`src/ctl_pkg.sv`:
```
// Configuration and event structs, oscilloscope state and trigger source enums
package ctl_pkg;

  // Trigger source select
  typedef enum logic [0:0] {
    TRIG_SW       = 1'b0,
    TRIG_LVL_RISE = 1'b1
  } trig_src_t;

  // Oscilloscope FSM states
  typedef enum logic [1:0] {
    IDLE      = 2'd0,
    WAIT_TRIG = 2'd1,
    CAPTURE   = 2'd2
  } osc_state_t;

  // Calibration, gains use 0x4000 as unity
  typedef struct packed {
    logic        [15:0] adc_gain;
    logic signed [15:0] adc_off;
    logic        [15:0] dac_gain;
    logic signed [13:0] dac_off;
    logic               loop;
  } clb_cfg_t;

  // Oscilloscope, keeps one of every dec+1 samples
  typedef struct packed {
    logic        [15:0] dec;
    trig_src_t          trig_src;
    logic signed [15:0] trig_lvl;
  } osc_cfg_t;

  // Generator table address increment
  typedef struct packed {
    logic [7:0] step;
  } gen_cfg_t;

  typedef struct packed {
    clb_cfg_t clb;
    osc_cfg_t osc;
    gen_cfg_t gen;
  } cfg_t;

  // One-cycle strobes
  typedef struct packed {
    logic osc_arm;
    logic osc_trig;
    logic gen_start;
    logic gen_stop;
  } evn_t;

endpackage : ctl_pkg

```
`src/scope_pkg.sv`:
```
// Sample word types for ADC, DAC and generator, plus the oscilloscope stream struct
package scope_pkg;

  // Raw ADC word, negative-slope code from the converter
  typedef logic [15:0] adc_raw_t;

  // Acquire sample, two's complement
  typedef logic signed [15:0] smp_t;

  // Generate sample, two's complement
  typedef logic signed [13:0] gsmp_t;

  // DAC word, negative-slope code toward the converter
  typedef logic [13:0] dac_code_t;

  // Oscilloscope output stream
  // No ready here, the sink must take every beat
  typedef struct packed {
    smp_t dat;
    logic vld;
    logic last;
  } osc_str_t;

endpackage : scope_pkg

```
`src/acq_top.sv`:
```
// Top level connecting pin IO, calibration, oscilloscope and generator
`timescale 1ns/1ns

module acq_top import scope_pkg::*, ctl_pkg::*; #(
  parameter int unsigned OSC_LEN = 16,
  parameter int unsigned TBL_AW  = 6
) (
  input  logic              adc_clk,
  input  logic              top_rst,
  // Converter pins
  input  adc_raw_t          adc_dat_i,
  output dac_code_t         dac_dat_o,
  // Control
  input  cfg_t              cfg_i,
  input  evn_t              evn_i,
  // Generator table write
  input  logic              tbl_we_i,
  input  logic [TBL_AW-1:0] tbl_addr_i,
  input  gsmp_t             tbl_dat_i,
  // Capture stream
  output osc_str_t          osc_o,
  output logic              osc_irq_o
);

  // Acquire side
  smp_t  adc_smp;
  smp_t  osc_in;
  logic  osc_in_vld;
  // Generate side
  gsmp_t gen_smp;
  logic  gen_vld;
  gsmp_t dac_smp;
  logic  dac_vld;

  //////////////////////////////
  // Pins
  //////////////////////////////

  pin_io pin_io_inst (
    .adc_clk   (adc_clk),
    .top_rst   (top_rst),
    .adc_dat_i (adc_dat_i),
    .adc_smp_o (adc_smp),
    .dac_smp_i (dac_smp),
    .dac_vld_i (dac_vld),
    .dac_dat_o (dac_dat_o)
  );

  //////////////////////////////
  // Calibration
  //////////////////////////////

  clb clb_inst (
    .adc_clk   (adc_clk),
    .top_rst   (top_rst),
    .cfg_i     (cfg_i.clb),
    .adc_smp_i (adc_smp),
    .gen_smp_i (gen_smp),
    .gen_vld_i (gen_vld),
    .osc_smp_o (osc_in),
    .osc_vld_o (osc_in_vld),
    .dac_smp_o (dac_smp),
    .dac_vld_o (dac_vld)
  );

  //////////////////////////////
  // Oscilloscope and generator
  //////////////////////////////

  osc #(
    .OSC_LEN (OSC_LEN)
  ) osc_inst (
    .adc_clk   (adc_clk),
    .top_rst   (top_rst),
    .cfg_i     (cfg_i.osc),
    .evn_i     (evn_i),
    .sti_dat_i (osc_in),
    .sti_vld_i (osc_in_vld),
    .sto_o     (osc_o),
    .irq_o     (osc_irq_o)
  );

  gen #(
    .TBL_AW (TBL_AW)
  ) gen_inst (
    .adc_clk    (adc_clk),
    .top_rst    (top_rst),
    .cfg_i      (cfg_i.gen),
    .evn_i      (evn_i),
    .tbl_we_i   (tbl_we_i),
    .tbl_addr_i (tbl_addr_i),
    .tbl_dat_i  (tbl_dat_i),
    .sto_dat_o  (gen_smp),
    .sto_vld_o  (gen_vld)
  );

endmodule : acq_top

```
`src/clb.sv`:
```
// Calibration pipelines for acquire and generate paths with saturation, loopback select
`timescale 1ns/1ns

module clb import scope_pkg::*, ctl_pkg::*; (
  input  logic     adc_clk,
  input  logic     top_rst,
  input  clb_cfg_t cfg_i,
  // Raw streams
  input  smp_t     adc_smp_i,
  input  gsmp_t    gen_smp_i,
  input  logic     gen_vld_i,
  // Calibrated streams
  output smp_t     osc_smp_o,
  output logic     osc_vld_o,
  output gsmp_t    dac_smp_o,
  output logic     dac_vld_o
);

  // Saturation bounds, widened to the sum width
  localparam logic signed [33:0] ACQ_HI = 34'sd32767;
  localparam logic signed [33:0] ACQ_LO = -34'sd32768;
  localparam logic signed [33:0] GEN_HI = 34'sd8191;
  localparam logic signed [33:0] GEN_LO = -34'sd8192;

  // Clamp a wide sum into [lo, hi]
  function automatic logic signed [33:0] sat(input logic signed [33:0] val,
                                             input logic signed [33:0] hi,
                                             input logic signed [33:0] lo);
    if (val > hi) begin
      return hi;
    end else if (val < lo) begin
      return lo;
    end
    return val;
  endfunction

  // Acquire input after loopback select
  smp_t acq_in;
  logic acq_in_vld;
  // Stage 1 products
  logic signed [32:0] acq_prod;
  logic signed [30:0] gen_prod;
  logic               acq_vld1;
  logic               gen_vld1;
  // Stage 2 sums before clamp
  logic signed [33:0] acq_sum;
  logic signed [33:0] gen_sum;

  // Loopback feeds the generator sample, sign extended
  always_comb begin
    if (cfg_i.loop) begin
      acq_in     = {{2{gen_smp_i[13]}}, gen_smp_i};
      acq_in_vld = gen_vld_i;
    end else begin
      acq_in     = adc_smp_i;
      acq_in_vld = 1'b1;
    end
  end

  //////////////////////////////
  // Stage 1, gain
  //////////////////////////////

  // Gain is unsigned, zero extended to keep it positive
  always_ff @(posedge adc_clk) begin
    acq_prod <= acq_in * $signed({1'b0, cfg_i.adc_gain});
    gen_prod <= gen_smp_i * $signed({1'b0, cfg_i.dac_gain});
  end

  //////////////////////////////
  // Stage 2, shift, offset, clamp
  //////////////////////////////

  // Shift by 14 removes the 0x4000 unity scale
  assign acq_sum = (acq_prod >>> 14) + $signed(cfg_i.adc_off);
  assign gen_sum = (gen_prod >>> 14) + $signed(cfg_i.dac_off);

  always_ff @(posedge adc_clk) begin
    osc_smp_o <= smp_t'(sat(acq_sum, ACQ_HI, ACQ_LO));
    dac_smp_o <= gsmp_t'(sat(gen_sum, GEN_HI, GEN_LO));
  end

  // Valids follow the data through both stages
  always_ff @(posedge adc_clk, posedge top_rst) begin
    if (top_rst) begin
      acq_vld1  <= 1'b0;
      gen_vld1  <= 1'b0;
      osc_vld_o <= 1'b0;
      dac_vld_o <= 1'b0;
    end else begin
      acq_vld1  <= acq_in_vld;
      gen_vld1  <= gen_vld_i;
      osc_vld_o <= acq_vld1;
      dac_vld_o <= gen_vld1;
    end
  end

  // Overflow must land on a rail one cycle later
  a_acq_rail : assert property (
    @(posedge adc_clk) disable iff (top_rst)
    (acq_sum > ACQ_HI || acq_sum < ACQ_LO) |=> (osc_smp_o == ACQ_HI || osc_smp_o == ACQ_LO)
  );

  a_gen_rail : assert property (
    @(posedge adc_clk) disable iff (top_rst)
    (gen_sum > GEN_HI || gen_sum < GEN_LO) |=> (dac_smp_o == GEN_HI || dac_smp_o == GEN_LO)
  );

endmodule : clb

```
`src/gen.sv`:
```
// Waveform generator with table memory, write port, start/stop control and address stepping
`timescale 1ns/1ns

module gen import scope_pkg::*, ctl_pkg::*; #(
  parameter int unsigned TBL_AW = 6
) (
  input  logic              adc_clk,
  input  logic              top_rst,
  input  gen_cfg_t          cfg_i,
  input  evn_t              evn_i,
  // Table write port
  input  logic              tbl_we_i,
  input  logic [TBL_AW-1:0] tbl_addr_i,
  input  gsmp_t             tbl_dat_i,
  // Output stream
  output gsmp_t             sto_dat_o,
  output logic              sto_vld_o
);

  localparam int unsigned TBL_DEPTH = 2 ** TBL_AW;

  // Waveform table
  gsmp_t tbl_mem [TBL_DEPTH];

  logic              running;
  logic [TBL_AW-1:0] rd_addr;

  //////////////////////////////
  // Control
  //////////////////////////////

  // Start restarts from entry 0
  // Address wraps naturally at TBL_AW bits
  always_ff @(posedge adc_clk, posedge top_rst) begin
    if (top_rst) begin
      running   <= 1'b0;
      rd_addr   <= '0;
      sto_vld_o <= 1'b0;
    end else begin
      if (evn_i.gen_start) begin
        running <= 1'b1;
        rd_addr <= '0;
      end else if (evn_i.gen_stop) begin
        running <= 1'b0;
      end else if (running) begin
        rd_addr <= rd_addr + TBL_AW'(cfg_i.step);
      end
      // Valid lines up with the registered read
      sto_vld_o <= running;
    end
  end

  //////////////////////////////
  // Table
  //////////////////////////////

  // Registered read, one cycle latency
  always_ff @(posedge adc_clk) begin
    if (tbl_we_i) begin
      tbl_mem[tbl_addr_i] <= tbl_dat_i;
    end
    if (running) begin
      sto_dat_o <= tbl_mem[rd_addr];
    end
  end

  a_start_stop : assert property (
    @(posedge adc_clk) disable iff (top_rst)
    !(evn_i.gen_start && evn_i.gen_stop)
  );

endmodule : gen

```
`src/osc.sv`:
```
// Oscilloscope with decimation, trigger FSM, capture counter, stream output and interrupt
`timescale 1ns/1ns

module osc import scope_pkg::*, ctl_pkg::*; #(
  parameter int unsigned OSC_LEN = 16
) (
  input  logic     adc_clk,
  input  logic     top_rst,
  input  osc_cfg_t cfg_i,
  input  evn_t     evn_i,
  // Input stream
  input  smp_t     sti_dat_i,
  input  logic     sti_vld_i,
  // Output stream and completion pulse
  output osc_str_t sto_o,
  output logic     irq_o
);

  // Counter wide enough for OSC_LEN itself
  localparam int unsigned CW = $clog2(OSC_LEN + 1);

  osc_state_t    state;
  logic [15:0]   dec_cnt;
  logic [CW-1:0] cap_cnt;
  // Previous kept sample for edge detection
  smp_t          prev_dat;
  logic          prev_vld;
  // Per-cycle decisions
  logic          keep;
  logic          lvl_hit;
  logic          sw_hit;
  logic          cap;
  logic          cap_end;
  // Output registers
  smp_t          sto_dat;
  logic          sto_vld;
  logic          sto_last;

  always_comb begin
    // Sample survives decimation
    keep    = (state != IDLE) && sti_vld_i && (dec_cnt == '0);
    // Rising crossing, needs a previous kept sample
    lvl_hit = (cfg_i.trig_src == TRIG_LVL_RISE) && keep && prev_vld &&
              (prev_dat < cfg_i.trig_lvl) && (sti_dat_i >= cfg_i.trig_lvl);
    sw_hit  = (cfg_i.trig_src == TRIG_SW) && evn_i.osc_trig;
    // Arm wins over everything, the crossing sample is itself captured
    cap     = !evn_i.osc_arm && keep &&
              ((state == CAPTURE) || ((state == WAIT_TRIG) && lvl_hit));
    cap_end = cap && (cap_cnt == CW'(OSC_LEN - 1));
  end

  //////////////////////////////
  // Decimation and history
  //////////////////////////////

  always_ff @(posedge adc_clk, posedge top_rst) begin
    if (top_rst) begin
      dec_cnt  <= '0;
      prev_vld <= 1'b0;
    end else if (evn_i.osc_arm) begin
      // Restart count, forget history
      dec_cnt  <= '0;
      prev_vld <= 1'b0;
    end else if ((state != IDLE) && sti_vld_i) begin
      dec_cnt  <= (dec_cnt >= cfg_i.dec) ? '0 : dec_cnt + 16'd1;
      if (keep) begin
        prev_vld <= 1'b1;
      end
    end
  end

  // History payload
  always_ff @(posedge adc_clk) begin
    if (keep) begin
      prev_dat <= sti_dat_i;
    end
  end

  //////////////////////////////
  // Trigger FSM and capture
  //////////////////////////////

  always_ff @(posedge adc_clk, posedge top_rst) begin
    if (top_rst) begin
      state   <= IDLE;
      cap_cnt <= '0;
    end else if (evn_i.osc_arm) begin
      state   <= WAIT_TRIG;
      cap_cnt <= '0;
    end else if (cap_end) begin
      state   <= IDLE;
      cap_cnt <= '0;
    end else begin
      if (cap) begin
        cap_cnt <= cap_cnt + CW'(1);
      end
      // SW trigger starts with the next kept sample
      if ((state == WAIT_TRIG) && (lvl_hit || sw_hit)) begin
        state <= CAPTURE;
      end
    end
  end

  // Stream output, one cycle behind the input
  always_ff @(posedge adc_clk, posedge top_rst) begin
    if (top_rst) begin
      sto_vld  <= 1'b0;
      sto_last <= 1'b0;
      irq_o    <= 1'b0;
    end else begin
      sto_vld  <= cap;
      sto_last <= cap_end;
      irq_o    <= cap_end;
    end
  end

  always_ff @(posedge adc_clk) begin
    if (keep) begin
      sto_dat <= sti_dat_i;
    end
  end

  assign sto_o = '{dat: sto_dat, vld: sto_vld, last: sto_last};

  a_last_vld : assert property (
    @(posedge adc_clk) disable iff (top_rst)
    sto_o.last |-> sto_o.vld
  );

  // Interrupt marks the end of the frame, no beat follows it
  a_irq_last : assert property (
    @(posedge adc_clk) disable iff (top_rst)
    irq_o |-> sto_o.last ##1 !sto_o.vld
  );

endmodule : osc

```
`src/pin_io.sv`:
```
// ADC input register and DAC output register, both with negative-slope code conversion
`timescale 1ns/1ns

module pin_io import scope_pkg::*; (
  input  logic      adc_clk,
  input  logic      top_rst,
  // ADC side
  input  adc_raw_t  adc_dat_i,
  output smp_t      adc_smp_o,
  // DAC side
  input  gsmp_t     dac_smp_i,
  input  logic      dac_vld_i,
  output dac_code_t dac_dat_o
);

  //////////////////////////////
  // ADC input
  //////////////////////////////

  // IO register on the raw pins
  // MSB kept, rest inverted gives two's complement
  always_ff @(posedge adc_clk) begin
    adc_smp_o <= {adc_dat_i[15], ~adc_dat_i[14:0]};
  end

  //////////////////////////////
  // DAC output
  //////////////////////////////

  // 0x1FFF is mid scale in the DAC code
  // Held between valid samples
  always_ff @(posedge adc_clk, posedge top_rst) begin
    if (top_rst) begin
      dac_dat_o <= 14'h1FFF;
    end else if (dac_vld_i) begin
      // Signed to negative slope
      dac_dat_o <= {dac_smp_i[13], ~dac_smp_i[12:0]};
    end
  end

  // Pins must be driven to known levels once out of reset
  a_dac_known : assert property (
    @(posedge adc_clk) disable iff (top_rst)
    !$isunknown(dac_dat_o)
  );

endmodule : pin_io

```
`config.mk`:
```
export PLATFORM = sky130hd
export DESIGN_NAME = acq_top
export DESIGN_NICKNAME = d
export VERILOG_FILES = /design/src/ctl_pkg.sv /design/src/scope_pkg.sv /design/src/acq_top.sv /design/src/clb.sv /design/src/gen.sv /design/src/osc.sv /design/src/pin_io.sv
export SDC_FILE = /design/constraint.sdc
export NUM_CORES = 2
export LEC_CHECK = 0
export BUFFER_PORTS_ARGS = -buffer_cell sky130_fd_sc_hd__buf_4
export CELL_PAD_IN_SITES_DETAIL_PLACEMENT = 1
export CELL_PAD_IN_SITES_GLOBAL_PLACEMENT = 1
export CORE_MARGIN = 2
export CORE_UTILIZATION = 32
export CTS_BUF_LIST = sky130_fd_sc_hd__clkbuf_4
export CTS_CLUSTER_DIAMETER = 100
export DETAILED_ROUTE_END_ITERATION = 12
export HOLD_SLACK_MARGIN = 0.08
export MAX_ROUTING_LAYER = met4
export PLACE_DENSITY_LB_ADDON = 0.1
export SKIP_LAST_GASP = 1
export SLEW_MARGIN = 10
export SYNTH_ARGS = -nofsm -noshare
export SYNTH_HDL_FRONTEND = slang
export SYNTH_SLANG_ARGS = --single-unit
```
`constraint.sdc`:
```
create_clock -name adc_clk -period 17.01 [get_ports adc_clk]
set_clock_uncertainty 0.2 [all_clocks]
set_input_delay 2.5515 -clock adc_clk [delete_from_list [all_inputs] [get_ports adc_clk]]
set_output_delay 2.5515 -clock adc_clk [all_outputs]
set_load 0.02 [all_outputs]
```
==> flow_summary_export.csv <==
group,metric,value,unit
pwr,seqPwrFrac,0.237,
clock_tree,post_cts_resized,0,
hold_path,hp-start,"clb_inst.acq_vld1$_DFF_PP0_",
timing,fmax,112.7,MHz
synthesis,synth-seq-cells,1060,
critical_path,worstReg2RegStart,"gen_inst.sto_dat_o[2]$_DFFE_PP_",
pwr,power.density,206.6,nW/um^2
synthesis,postSynthCellCount,3842,
global_routing,grt_pass1_wl,241.8,mm
synthesis,synth.avg_cell_area,15.00,um^2
critical_path,crit_fanout,18,
timing,period_share,0.5215,
critical_path,crit_path_start_kind,"input pin",
die,rows,155,
synthesis,synth-async-reset-ratio,0.04906,
layout,syn_to_final_growth,14.12,%
die,die-area,183500,um^2
clock_tree,cts_setup_buffers,0,
synthesis,syn_nets,4669,
pwr,p_int,7.927,mW
layout,final_nets,5074,
timing,maxSlewViolCount,0,
critical_path,worstPathCellList,"buf_4 -> mux2_2 -> and2_1 -> fa_1 -> inv_1 -> fa_1 -> fa_1 -> fa_1 -> inv_1 -> fa_1 -> inv_1 -> fa_1 -> inv_1 -> ha_1 -> a21oi_1 -> o21ai_0 -> o21a_1 -> o311ai_0 -> a31oi_1 -> a22oi_1 -> o21ai_0 -> a21oi_1 -> xnor2_1",
routing,drc,0,
die,start_util,0.3227,
synthesis,yosys_warnings,0,
place,detailed_place_hpwl,107.5,mm
critical_path,critPathRequiredTime,17.87,ns
timing,setup_violations,0,
layout,fillCellCount,18420,
routing,viasPerCell,4.827,
place,gp_congestion,0.7440,
die,core,178600,um^2
synthesis,ys.flop_type,"edfxtp_1",
timing,worst_pin_slew,1.086,ns
pwr,clockPowerShare,0.176,
pwr,p_sw,5.663,mW
place,io_buffers,177,
timing,max_slew_margin,0.2755,
run_status,status,"finished, final reports clean",
clock_tree,htreeDepth,5,
critical_path,critical_path.endpoint_type,"register",
routing,wl,160.4,mm
synthesis,synth_edf_count,926,
layout,multi_input_area,24640,um^2
layout,drive_gt1_frac,0.2460,
hold_path,min_delay_worst_endpoint,"clb_inst.osc_vld_o$_DFF_PP0_",
pwr,sw_frac_of_total,0.4167,
hold_path,hold_depth,0,
synthesis,syn_area,57640,um^2
global_routing,grt_max_degree,136,
clock_tree,clock_path_buffers,4,
routing,dr.pass1.iters,5,
clock_tree,cts_hold_buf,0,
critical_path,r2r_slack,8.82,ns
hold_path,min_path_type,"reg2reg",
layout,final_cell_mix,"926 x edfxtp_1, 465 x clkbuf_4, 463 x inv_1",
critical_path,reg2reg_to,"clb_inst.acq_prod[31]$_DFF_P_",
clock_tree,clk_latency,1.27,ns
timing,hold_viol,0,
routing,final_antenna_net_count,0,
die,dieHeight,428.4,um
clock_tree,cts_num_sinks,1060,
global_routing,track_usage,0.1836,
routing,routedWlPerCell,23.53,um
critical_path,slowest_delay,0.66,ns
pwr,vdd_ir_drop_max,0.0002913,V
layout,postLayoutCoreUtil,0.3682,
layout,regArea,30780,um^2
clock_tree,path_clk_slew,0.05,ns
routing,dr.first_iter.drc_count,1608,
clock_tree,cts-root-buf,"clkbuf_4",
clock_tree,cts_tree,"done",
pwr,p_comb_frac,0.588,
critical_path,cpMostUsedCell,"fa_1",
die,die_w,428.4,um
synthesis,seq_area_frac_synth,0.5338,
critical_path,reg2reg_depth,21,
critical_path,critPathKind,"in2reg",
routing,num_vias,32900,
layout,layout_commonest_cell,"edfxtp_1",
job,max_cap_viol_count,0,
pwr,leakagePower,25.34,nW
global_routing,antenna_found_initial,10,
critical_path,cp_data_arrival_time,9.73,ns
clock_tree,cts_buffers,315,
timing,rsz0062_at_grt,"false",
timing,period_minus_slack,8.870,ns
timing,setup-tns-final,0,ns
global_routing,grt_overflow,0,
die,io_pins,180,
synthesis,ys_types,67,
critical_path,slowest_stage,"o311ai_0",
global_routing,grt_pass1_vias,37190,
==> metrics by stage <==
step | hold slack [ns] | total power, mW | cell area, um^2 | instances | worst slack (ns)
after floorplan | 0.1312 | 9.161 | 57640 | 3842 | 7.705
after global placement | 0.1378 | 11.49 | 61930 | 6285 | 6.885
after detailed placement | 0.1457 | 11.51 | 61930 | 6285 | 6.902
after CTS | 0.1447 | 14.04 | 65750 | 6807 | 8.170
after global routing | 0.1674 | 15.18 | 65760 | 6813 | 7.847
final | 0.1425 | 13.59 | 65770 | 6817 | 8.140
==> worst max-delay path: cells and delay by family <==
| family | cells | cell delay [ns] |
|---|---|---|
| AOI/OAI and AO/OA | 8 | 2.40 |
| xor gates and xnor gates | 1 | 0.13 |
| adders and majority gates | 7 | 3.28 |
| buffers and inverters | 5 | 0.47 |
| muxes | 1 | 0.59 |
| and+or+nand+nor | 1 | 0.27 |
==> logic make-up (layout without fill, tap and decap cells) <==
logic type,after synthesis,after routing,synth area share
other,0,10,0
DFF,1060,1060,0.5338
and+or+nand+nor,805,805,0.06873
adders and majority gates,680,680,0.1946
buffers and inverters,617,1227,0.04033
muxes,318,318,0.1195
AOI/OAI and AO/OA,291,291,0.03226
xor gates and xnor gates,71,71,0.01079
==> power groups by stage <==
stage | clock [mW] | combinational, mW | sequential [mW]
final | 2.39 | 7.99 | 3.21
after global routing | 2.62 | 9.34 | 3.23
after CTS | 2.50 | 8.32 | 3.22
after detailed placement | 0 | 8.24 | 3.28
after global placement | 0 | 8.22 | 3.27
after floorplan | 0 | 5.93 | 3.23
==> state kept, by name, indices dropped and copies added (netlist names) <==
signal,count
clb_inst.acq_prod,19
clb_inst.acq_vld1,1
clb_inst.dac_smp_o,14
clb_inst.dac_vld_o,1
clb_inst.gen_prod,17
clb_inst.gen_vld1,1
clb_inst.osc_smp_o,16
clb_inst.osc_vld_o,1
gen_inst.rd_addr,6
gen_inst.running,1
gen_inst.sto_dat_o,14
gen_inst.sto_vld_o,1
gen_inst.tbl_mem,896
osc_inst.cap_cnt,5
osc_inst.dec_cnt,16
osc_inst.irq_o,1
osc_inst.prev_dat,16
osc_inst.prev_vld,1
osc_inst.state,2
osc_inst.sto_vld,1
pin_io_inst.adc_smp_o,16
pin_io_inst.dac_dat_o,14
==> cell usage after synthesis, types with 4 or more instances <==
cell / instances / share of area
edfxtp_1: 926 / 0.48
inv_1: 464 / 0.030
fa_1: 361 / 0.13
ha_1: 319 / 0.069
mux4_2: 294 / 0.11
nand2_1: 272 / 0.018
and2_1: 203 / 0.022
nor2_1: 154 / 0.010
clkbuf_1: 128 / 0.0083
a21oi_1: 82 / 0.0071
dfxtp_1: 82 / 0.028
o21ai_0: 60 / 0.0052
a21o_1: 53 / 0.0069
xnor2_1: 48 / 0.0073
nand2b_1: 41 / 0.0045
dfrtp_1: 39 / 0.017
nor2b_1: 29 / 0.0031
nor3_1: 24 / 0.0021
xor2_1: 23 / 0.0035
buf_1: 21 / 0.0014
a31oi_1: 18 / 0.0020
nand3_1: 18 / 0.0016
mux2_2: 15 / 0.0029
o21a_1: 14 / 0.0018
and3_1: 13 / 0.0014
dfstp_2: 13 / 0.0059
nand4_1: 13 / 0.0014
or2_2: 12 / 0.0013
a211oi_1: 11 / 0.0014
mux2i_1: 8 / 0.0014
o211ai_1: 7 / 0.00091
o21bai_1: 7 / 0.00091
a211o_1: 5 / 0.00076
and4_1: 5 / 0.00076
nand4b_1: 5 / 0.00076
a31o_2: 4 / 0.00061
nand3b_1: 4 / 0.00052
==> final cells by class <==
type                    instances  area share
diodes                         10   0.0003805
clock buffers                 465     0.05307
clock inverters                57    0.005022
inverters                     465     0.02654
multi-input cells            2165      0.3747
flip-flops and latches       1060      0.4679
well taps                    2355     0.04480
repair buffers                240     0.02758
==> worst max path at each step <==
stage                          from                            end  slack [ns]  cells past startpoint
after floorplan           cfg_i[41]  clb_inst.acq_prod[24]$_DFF_P_        7.70                     24
after global placement    cfg_i[41]  clb_inst.acq_prod[31]$_DFF_P_        6.89                     23
after detailed placement  cfg_i[41]  clb_inst.acq_prod[31]$_DFF_P_        6.90                     23
after CTS                 cfg_i[41]  clb_inst.acq_prod[31]$_DFF_P_        8.17                     23
after global routing      cfg_i[41]  clb_inst.acq_prod[31]$_DFF_P_        7.85                     23
final                     cfg_i[41]  clb_inst.acq_prod[31]$_DFF_P_        8.14                     23
==> per-layer routing <==
| metal | wire length (um) | GRT usage | share of wire |
|---|---|---|---|
| met2 | 82430 | 0.3125 | 0.51 |
| met4 | 4447 | 0.05883 | 0.028 |
| met1 | 67540 | 0.2216 | 0.42 |
| met5 | 0 | - | 0 |
| met3 | 6003 | 0.03185 | 0.037 |
Power figures use the tool's default switching activity.
